File: config.mk
export PLATFORM = sky130hd
export DESIGN_NAME = conv_top
export DESIGN_NICKNAME = d
export VERILOG_FILES = /design/src/conv_pkg.sv /design/src/conv_stream_if.sv /design/src/tap_shift_reg.sv /design/src/conv_pe.sv /design/src/pe_column.sv /design/src/conv_ctrl.sv /design/src/conv_top.sv
export VERILOG_INCLUDE_DIRS = /design/src /design/src/src
export SDC_FILE = /design/constraint.sdc
export NUM_CORES = 1
export LEC_CHECK = 0
export BUFFER_PORTS_ARGS = -buffer_cell sky130_fd_sc_hd__buf_4
export CORE_MARGIN = 2
export CORE_UTILIZATION = 65
export DETAILED_ROUTE_END_ITERATION = 10
export MAX_ROUTING_LAYER = met4
export PLACE_DENSITY = 0.85
export SYNTH_ARGS = -nofsm -noshare
export SYNTH_HDL_FRONTEND = slang
export SYNTH_SLANG_ARGS = --single-unit
File: constraint.sdc
create_clock -name clk -period 6.95 [get_ports clk]
set_clock_uncertainty 0.2 [all_clocks]
set_input_delay 0.695 -clock clk [delete_from_list [all_inputs] [get_ports clk]]
set_output_delay 0.695 -clock clk [all_outputs]
set_load 0.005 [all_outputs]
File: src/conv_settings.svh
`ifndef CONV_SETTINGS_SVH
`define CONV_SETTINGS_SVH

// kernel geometry, the datapath is written for a 3x3 window
`define CONV_K      3

`define CONV_PIX_W  8   // one unsigned pixel
`define CONV_WT_W   4   // one unsigned weight
`define CONV_ROW_W  12  // three weights of one kernel row
`define CONV_PSUM_W 16  // 9 * 255 * 15 = 34425 needs 16 bits

// command payload, three pixels or a weight row or a bias
`define CONV_DATA_W 24

`endif

File: src/conv_pkg.sv
`default_nettype none

package conv_pkg;

  // command opcodes carried with cmd_valid
  typedef enum logic [1:0] {
    CMD_WEIGHT = 2'd0,  // shift one kernel row into the column
    CMD_BIAS   = 2'd1,  // load bias register
    CMD_NEWROW = 2'd2,  // restart window fill
    CMD_PIXEL  = 2'd3   // one column of three image rows
  } cmd_e;

  // controller FSM
  typedef enum logic [1:0] {
    ST_LOAD = 2'd0,  // kernel incomplete
    ST_FILL = 2'd1,  // window and pipe still filling
    ST_RUN  = 2'd2   // every pixel yields a result
  } ctrl_state_e;

endpackage

`default_nettype wire

File: src/conv_stream_if.sv
`timescale 1ns/1ps
`default_nettype none
`include "conv_settings.svh"

interface conv_stream_if;

  logic                    pix_en;  // one-cycle pixel strobe
  logic                    wt_en;   // one-cycle weight strobe
  logic [`CONV_DATA_W-1:0] pix;     // rows 0..2, low byte is row 0
  logic [`CONV_ROW_W-1:0]  wt_row;  // weight row entering element 0
  logic [`CONV_PSUM_W-1:0] bias;    // seed for element 0 psum
  logic [`CONV_PSUM_W-1:0] psum;    // bottom of the column

  modport ctrl (
    output pix_en, wt_en, pix, wt_row, bias,
    input  psum
  );

  modport column (
    input  pix_en, wt_en, pix, wt_row, bias,
    output psum
  );

endinterface

`default_nettype wire

File: src/tap_shift_reg.sv
`timescale 1ns/1ps
`default_nettype none
`include "conv_settings.svh"

module tap_shift_reg (
  input  wire                   clk,
  input  wire                   rst_n,
  input  wire                   en,    // shift strobe
  input  wire [`CONV_PIX_W-1:0] din,   // incoming pixel
  output logic [`CONV_PIX_W-1:0] tap0, // newest
  output logic [`CONV_PIX_W-1:0] tap1,
  output logic [`CONV_PIX_W-1:0] tap2  // oldest
);

  always_ff @(posedge clk) begin
    if (!rst_n) begin
      tap0 <= '0;
      tap1 <= '0;
      tap2 <= '0;
    end else if (en) begin
      tap0 <= din;   // new sample at the head
      tap1 <= tap0;
      tap2 <= tap1;  // tap1 ages into the last slot
    end
  end

endmodule

`default_nettype wire

File: src/conv_pe.sv
`timescale 1ns/1ps
`default_nettype none
`include "conv_settings.svh"

module conv_pe (
  input  wire                     clk,
  input  wire                     rst_n,
  input  wire                     pix_en,    // pixel strobe, shifts taps and updates psum
  input  wire                     wt_en,     // weight strobe, shifts weight row
  input  wire [`CONV_PIX_W-1:0]   pix_in,    // pixel of this element's row
  input  wire [`CONV_ROW_W-1:0]   filt_in,   // weight row from above
  input  wire [`CONV_PSUM_W-1:0]  psum_in,   // partial sum from above
  output logic [`CONV_ROW_W-1:0]  filt_out,  // held weight row, also goes below
  output logic [`CONV_PSUM_W-1:0] psum_out   // registered partial sum
);

  logic [`CONV_PIX_W-1:0] tap0, tap1, tap2;  // window before the edge
  logic [`CONV_PIX_W-1:0] nxt0, nxt1, nxt2;  // window after the edge
  logic [`CONV_PIX_W+`CONV_WT_W-1:0] prod0, prod1, prod2;  // 8x4 products
  logic [`CONV_PSUM_W-1:0] psum_nxt;

  tap_shift_reg u_taps (
    .clk   (clk),
    .rst_n (rst_n),
    .en    (pix_en),
    .din   (pix_in),
    .tap0  (tap0),
    .tap1  (tap1),
    .tap2  (tap2)
  );

  // same shift as u_taps, so this strobe's pixel is already in the window
  assign nxt0 = pix_en ? pix_in : tap0;
  assign nxt1 = pix_en ? tap0   : tap1;
  assign nxt2 = pix_en ? tap1   : tap2;

  assign prod0 = nxt0 * filt_out[`CONV_WT_W-1:0];               // w[0], newest
  assign prod1 = nxt1 * filt_out[2*`CONV_WT_W-1:`CONV_WT_W];
  assign prod2 = nxt2 * filt_out[3*`CONV_WT_W-1:2*`CONV_WT_W];  // w[2], oldest

  assign psum_nxt = psum_in + prod0 + prod1 + prod2;  // widened to 16 bits

  always_ff @(posedge clk) begin
    if (!rst_n) begin
      filt_out <= '0;
      psum_out <= '0;
    end else begin
      if (wt_en)  filt_out <= filt_in;   // weights move one element down
      if (pix_en) psum_out <= psum_nxt;
    end
  end

endmodule

`default_nettype wire

File: src/pe_column.sv
`timescale 1ns/1ps
`default_nettype none
`include "conv_settings.svh"

module pe_column (
  input  wire           clk,
  input  wire           rst_n,
  conv_stream_if.column link
);

  logic [`CONV_PIX_W-1:0]  row1_d1;           // row 1, one strobe late
  logic [`CONV_PIX_W-1:0]  row2_d1, row2_d2;  // row 2, two strobes late
  logic [`CONV_ROW_W-1:0]  filt_01, filt_12;  // weight chain
  logic [`CONV_PSUM_W-1:0] psum_01, psum_12;  // partial sum chain

  // skew so each element sees the column its upstream psum belongs to
  always_ff @(posedge clk) begin
    if (!rst_n) begin
      row1_d1 <= '0;
      row2_d1 <= '0;
      row2_d2 <= '0;
    end else if (link.pix_en) begin
      row1_d1 <= link.pix[2*`CONV_PIX_W-1:`CONV_PIX_W];
      row2_d1 <= link.pix[3*`CONV_PIX_W-1:2*`CONV_PIX_W];
      row2_d2 <= row2_d1;
    end
  end

  conv_pe u_pe0 (  // kernel row 0, first in the chain
    .clk (clk), .rst_n (rst_n), .pix_en (link.pix_en), .wt_en (link.wt_en),
    .pix_in   (link.pix[`CONV_PIX_W-1:0]),
    .filt_in  (link.wt_row),
    .psum_in  (link.bias),  // bias seeds the sum
    .filt_out (filt_01),
    .psum_out (psum_01)
  );

  conv_pe u_pe1 (
    .clk (clk), .rst_n (rst_n), .pix_en (link.pix_en), .wt_en (link.wt_en),
    .pix_in (row1_d1), .filt_in (filt_01), .psum_in (psum_01),
    .filt_out (filt_12),
    .psum_out (psum_12)
  );

  conv_pe u_pe2 (  // kernel row 2, end of chain
    .clk (clk), .rst_n (rst_n), .pix_en (link.pix_en), .wt_en (link.wt_en),
    .pix_in (row2_d2), .filt_in (filt_12), .psum_in (psum_12),
    .filt_out (),           // nothing below the last element
    .psum_out (link.psum)   // full 3x3 sum
  );

endmodule

`default_nettype wire

File: src/conv_ctrl.sv
`timescale 1ns/1ps
`default_nettype none
`include "conv_settings.svh"

module conv_ctrl (
  input  wire                     clk,
  input  wire                     rst_n,
  input  wire                     cmd_valid,  // single-cycle command strobe
  input  wire conv_pkg::cmd_e     cmd,
  input  wire [`CONV_DATA_W-1:0]  cmd_data,
  conv_stream_if.ctrl             link,
  output logic                    out_valid,  // one cycle per result
  output logic [`CONV_PSUM_W-1:0] out_data
);

  localparam logic [1:0] K_ROWS    = 2'(`CONV_K);      // rows in a full kernel
  localparam logic [2:0] FILL_FULL = 3'(`CONV_K + 1);  // pixels before first result

  conv_pkg::ctrl_state_e   state;
  logic [1:0]              wt_cnt;    // rows loaded, saturates at 3
  logic [2:0]              fill_cnt;  // pixels since restart, saturates at 4
  logic                    v1, v2;    // result valid pipe
  logic [`CONV_PSUM_W-1:0] out_hold;  // last result, held between strobes

  always_ff @(posedge clk) begin
    if (!rst_n) begin
      state       <= conv_pkg::ST_LOAD;
      wt_cnt      <= '0;
      fill_cnt    <= '0;
      v1          <= 1'b0;
      v2          <= 1'b0;
      out_hold    <= '0;
      link.pix_en <= 1'b0;
      link.wt_en  <= 1'b0;
      link.pix    <= '0;
      link.wt_row <= '0;
      link.bias   <= '0;  // bias resets to 0
    end else begin
      link.pix_en <= 1'b0;  // strobes last one cycle
      link.wt_en  <= 1'b0;
      v1          <= 1'b0;
      v2          <= v1;
      if (v2) out_hold <= link.psum;  // capture as the result is shown
      if (cmd_valid) begin
        case (cmd)
          conv_pkg::CMD_WEIGHT: begin
            link.wt_en  <= 1'b1;
            link.wt_row <= cmd_data[`CONV_ROW_W-1:0];
            if (wt_cnt >= K_ROWS - 2'd1) begin  // kernel complete or refreshed
              wt_cnt   <= K_ROWS;
              fill_cnt <= '0;
              state    <= conv_pkg::ST_FILL;
            end else begin
              wt_cnt <= wt_cnt + 2'd1;
            end
          end
          conv_pkg::CMD_BIAS: link.bias <= cmd_data[`CONV_PSUM_W-1:0];
          conv_pkg::CMD_NEWROW: begin
            fill_cnt <= '0;                                // window starts over
            if (wt_cnt == K_ROWS) state <= conv_pkg::ST_FILL;
          end
          conv_pkg::CMD_PIXEL: begin
            if (state != conv_pkg::ST_LOAD) begin        // dropped until kernel loaded
              link.pix_en <= 1'b1;
              link.pix    <= cmd_data;
              v1          <= (state == conv_pkg::ST_RUN);  // k >= 4 qualifies
              if (fill_cnt == FILL_FULL - 3'd1) state <= conv_pkg::ST_RUN;
              if (fill_cnt != FILL_FULL) fill_cnt <= fill_cnt + 3'd1;
            end
          end
        endcase
      end
    end
  end

  // psum of element 2 settles the cycle v2 is high
  assign out_valid = v2;
  assign out_data  = v2 ? link.psum : out_hold;

endmodule

`default_nettype wire

File: src/conv_top.sv
`timescale 1ns/1ps
`default_nettype none
`include "conv_settings.svh"

module conv_top (
  input  wire                     clk,
  input  wire                     rst_n,
  input  wire                     cmd_valid,  // single-cycle strobe, no back-pressure
  input  wire conv_pkg::cmd_e     cmd,
  input  wire [`CONV_DATA_W-1:0]  cmd_data,
  output logic                    out_valid,  // 2 cycles after a qualifying pixel
  output logic [`CONV_PSUM_W-1:0] out_data
);

  conv_stream_if link ();  // ctrl to column

  conv_ctrl u_ctrl (
    .clk       (clk),
    .rst_n     (rst_n),
    .cmd_valid (cmd_valid),
    .cmd       (cmd),
    .cmd_data  (cmd_data),
    .link      (link.ctrl),
    .out_valid (out_valid),
    .out_data  (out_data)
  );

  // systolic column, one element per kernel row
  pe_column u_column (
    .clk   (clk),
    .rst_n (rst_n),
    .link  (link.column)
  );

endmodule

`default_nettype wire

==> summary.txt <==
Timing
  – Setup tns final: 0 ns
  – Final Cycle Share: 90.71%
  – Least-Margin Pin Slew: 1.110 ns
  – F_max: between 150 and 200 MHz
  – Final min period: 6.305 ns
  – Fin. Hold Viols: 0
  – Relative slew margins: 26.02%
  – Unrepaired setup endpoints after global routing: no
  – # setup viols final: 0
  – Max-slew violation count: 0

Drt
  – DR DRC count: 0
  – Post-Route WL: 44.46 mm
  – Via Count: 14180
  – WL/cell: 17.48 um
  – Antenna Nets Post-Route: 0
  – Drt first pass iters: 6
  – Vias per cell: roughly 5.6
  – Initial DRC count: between 800 and 900

Synthesis
  – Prevailing post-synth register cell: dfxtp_1
  – Simple-Gate Fraction of Synth Area: between 15 and 20%
  – Seq/Total Area, Yosys: 25.69%
  – Synth Area in XOR/XNOR: 0.7812%
  – Compound-cell area share of the yosys netlist: 6.684%
  – Synth warnings: 0
  – Mapped Nets: 2511
  – Yosys reg bits: 259
  – Synth Instances: around 2100
  – Multiplexer share of the synthesized area: 8.475%
  – Synth cell types: 55
  – Largest family of logic cells by synthesized area: adder cells
  – Post-Synth Adder-Cell Area: 31.99%
  – Asr flop ratio synth: 0%
  – Mapped cell area: 0.02018 sq mm
  – Post-synth EDFFs: 0
  – Synthesized area per cell: 9.524 sq um

Global route
  – Largest net degree at the start of global routing: approximately 120
  – Initial antenna violation count: 0
  – First-pass GRT wire length: approximately 75 mm
  – Vias in the first global route: 14980
  – Overflow after GRT: 0
  – GR Util All Layers: around 30%

Power
  – Maximum vdd ir drop: 0.1902 mV
  – Leakage power: approximately 9.5 nW
  – PwrDens: 148.5 mW/mm^2
  – Total power: 3.254 mW

Setup path
  – CP Data Required Time: slightly above 7 ns
  – WS Path Type: flip-flop to flip-flop
  – Crit path arrival time: between 6 and 7 ns
  – Setup crit end kind: flip-flop
  – Crit path launch type: flip-flop
  – CP Max Fanout: 25

Cells and area
  – Area growth from synthesis to layout: 8.562%
  – Nets: 2518
  – Finished Cell Area: 0.02191 sq mm
  – Commonest cells after routing, fill and taps aside: 355 x inv_1, 262 x nor2b_1, 257 x dfxtp_1, 255 x fa_1, 219 x nand2_1
  – Most common cell after layout, fill and taps aside: inv_1
  – N_diodes: 0
  – Share of cells above drive strength 1: 7.588%

CTS
  – TritonCTS buffer count: 28
  – Clk Tree Root Cell: clkbuf_16
  – Post-CTS setup buffers: 0
  – Post-CTS Hold Fix Bufs: 0
  – H-tree levels: 1
  – CTS tree: done
  – Sink Count: roughly 260
  – Gates resized, CTS repair: 0
  – Longest Clk Path Bufs: 3
  – Clk_lat worst skew: 0.57 ns
  – Worst-path clk slew: ~0.060 ns

Outcome
  – Status: finished clean

Placed design
  – Placed inst area: between 0.02 and 0.025 sq mm
  – Routability cong.: 0.9267
  – Port bufs: 45
  – HPWL after DPL: 33.79 mm

Die
  – Die footprint: 0.03247 sq mm
  – Die Ht: 180.2 um
  – Initial Util: approximately 66%
  – # IOs: 46
  – Core area: slightly above 0.03 sq mm
  – Die width: approximately 180 um
  – Site row count: 64

Hold path
  – Worst min-delay path class: input pin to flip-flop

Run
  – Max Cap Viol: 0
[final timing paths]
| check | startpoint | to | slack (ns) | cells after the start |
|---|---|---|---|---|
| min reg2reg | u_ctrl.v1$_SDFF_PN0_ | u_ctrl.out_valid$_SDFF_PN0_ | 0.24 | 1 |
| max | u_ctrl.link.pix_en$_SDFF_PN0_ | u_column.u_pe0.psum_out[14]$_SDFFE_PN0P_ | 0.65 | 19 |
| max reg2reg | u_ctrl.link.pix_en$_SDFF_PN0_ | u_column.u_pe0.psum_out[14]$_SDFFE_PN0P_ | 0.65 | 19 |
| min | cmd_data[19] | u_ctrl.link.pix[19]$_SDFFE_PN0P_ | 0.19 | 3 |
[stage by stage]
step	utilization, %	setup slack (ns)	cells	hold slack, ns
after floorplan	-	0.9013	2119	0.2119
after global routing	71.62	0.2995	2544	0.2037
final	71.62	0.6454	2544	0.1870
after detailed placement	68.20	0.6920	2492	0.2222
after global placement	68.20	0.8418	2492	0.2151
after CTS	71.62	0.6683	2544	0.1845
[where the power goes]
| part | leakage [nW] | switching [mW] | internal, mW |
|---|---|---|---|
| registers | 2.09 | 0.00666 | 1.49 |
| clock network | 0.503 | 0.641 | 1.02 |
| logic | 6.88 | 0.0536 | 0.0431 |
[cells in the mapped netlist, types with 10 or more instances]
| library cell | number | area [sq um] |
|---|---|---|
| a211oi_1 | 10 | 75.07 |
| a21boi_0 | 56 | 420.4 |
| a21o_1 | 13 | 97.59 |
| a21oi_1 | 25 | 125.1 |
| and2_1 | 93 | 581.8 |
| buf_1 | 16 | 60.06 |
| buf_2 | 10 | 50.05 |
| clkbuf_1 | 57 | 214.0 |
| dfxtp_1 | 259 | 5185 |
| fa_1 | 255 | 5105 |
| ha_1 | 108 | 1351 |
| inv_1 | 355 | 1333 |
| mux2_2 | 47 | 529.3 |
| mux2i_1 | 118 | 1181 |
| nand2_1 | 219 | 822.0 |
| nand2b_1 | 42 | 262.8 |
| nand3_1 | 14 | 70.07 |
| nor2_1 | 23 | 86.33 |
| nor2b_1 | 262 | 1639 |
| o21a_1 | 14 | 105.1 |
| o21ai_0 | 31 | 155.2 |
[layout make-up]
| type | instances | area [sq um] |
|---|---|---|
| Clock buffer | 41 | 829.5 |
| Clock inverter | 11 | 217.7 |
| Fill cell | 2223 | 8681 |
| Inverter | 355 | 1333 |
| Multi-Input combinational cell | 1420 | 13340 |
| Sequential cell | 259 | 5190 |
| Tap cell | 396 | 495.5 |
| Timing Repair Buffer | 62 | 503.0 |
[critical path, cell delays in order (launching register included)]
cell and delay (ns):
dfxtp_4 0.52, buf_12 0.25, mux2i_1 0.44, nor2b_1 0.13, fa_1 0.54, inv_1 0.05
fa_1 0.47, inv_1 0.06, fa_1 0.49, fa_1 0.56, inv_1 0.05, fa_1 0.47
inv_1 0.04, ha_1 0.34, o21ai_1 0.17, a21oi_1 0.09, o31a_1 0.33, o21a_1 0.22
or4_1 0.48, a32o_1 0.26
[metal layers]
metal	routed length [um]	GRT usage [%]	vias up
met2	21210	47.71	384
met1	19700	39.38	7120
met5	0	-	-
met4	1024	7.097	0
met3	2525	3.436	77
li1	-	-	6595
[sequential cells by signal, summed over array words and instances (netlist names), 12 cells and up]
| signal | count |
|---|---|
| u_ctrl.link.bias | 16 |
| u_ctrl.link.wt_row | 12 |
| u_ctrl.out_hold | 16 |
| u_ctrl.link.pix | 24 |
| u_column.u_pe1.psum_out | 16 |
| u_column.u_pe0.filt_out | 12 |
| u_column.u_pe2.psum_out | 16 |
| u_column.u_pe1.filt_out | 12 |
| u_column.u_pe2.filt_out | 12 |
| u_column.u_pe0.psum_out | 16 |
[kinds of logic (layout without fill, tap and decap cells)]
kind of cell	Yosys count	in the layout
adder cells (fa/ha/maj)	363	363
buffers and inverters	440	469
multiplexers	165	165
AO/OA/AOI/OAI	192	192
AND/OR/NAND/NOR	682	682
XOR/XNOR	18	18
flip-flops	259	259
No activity file was read; power rests on OpenSTA's default activity.
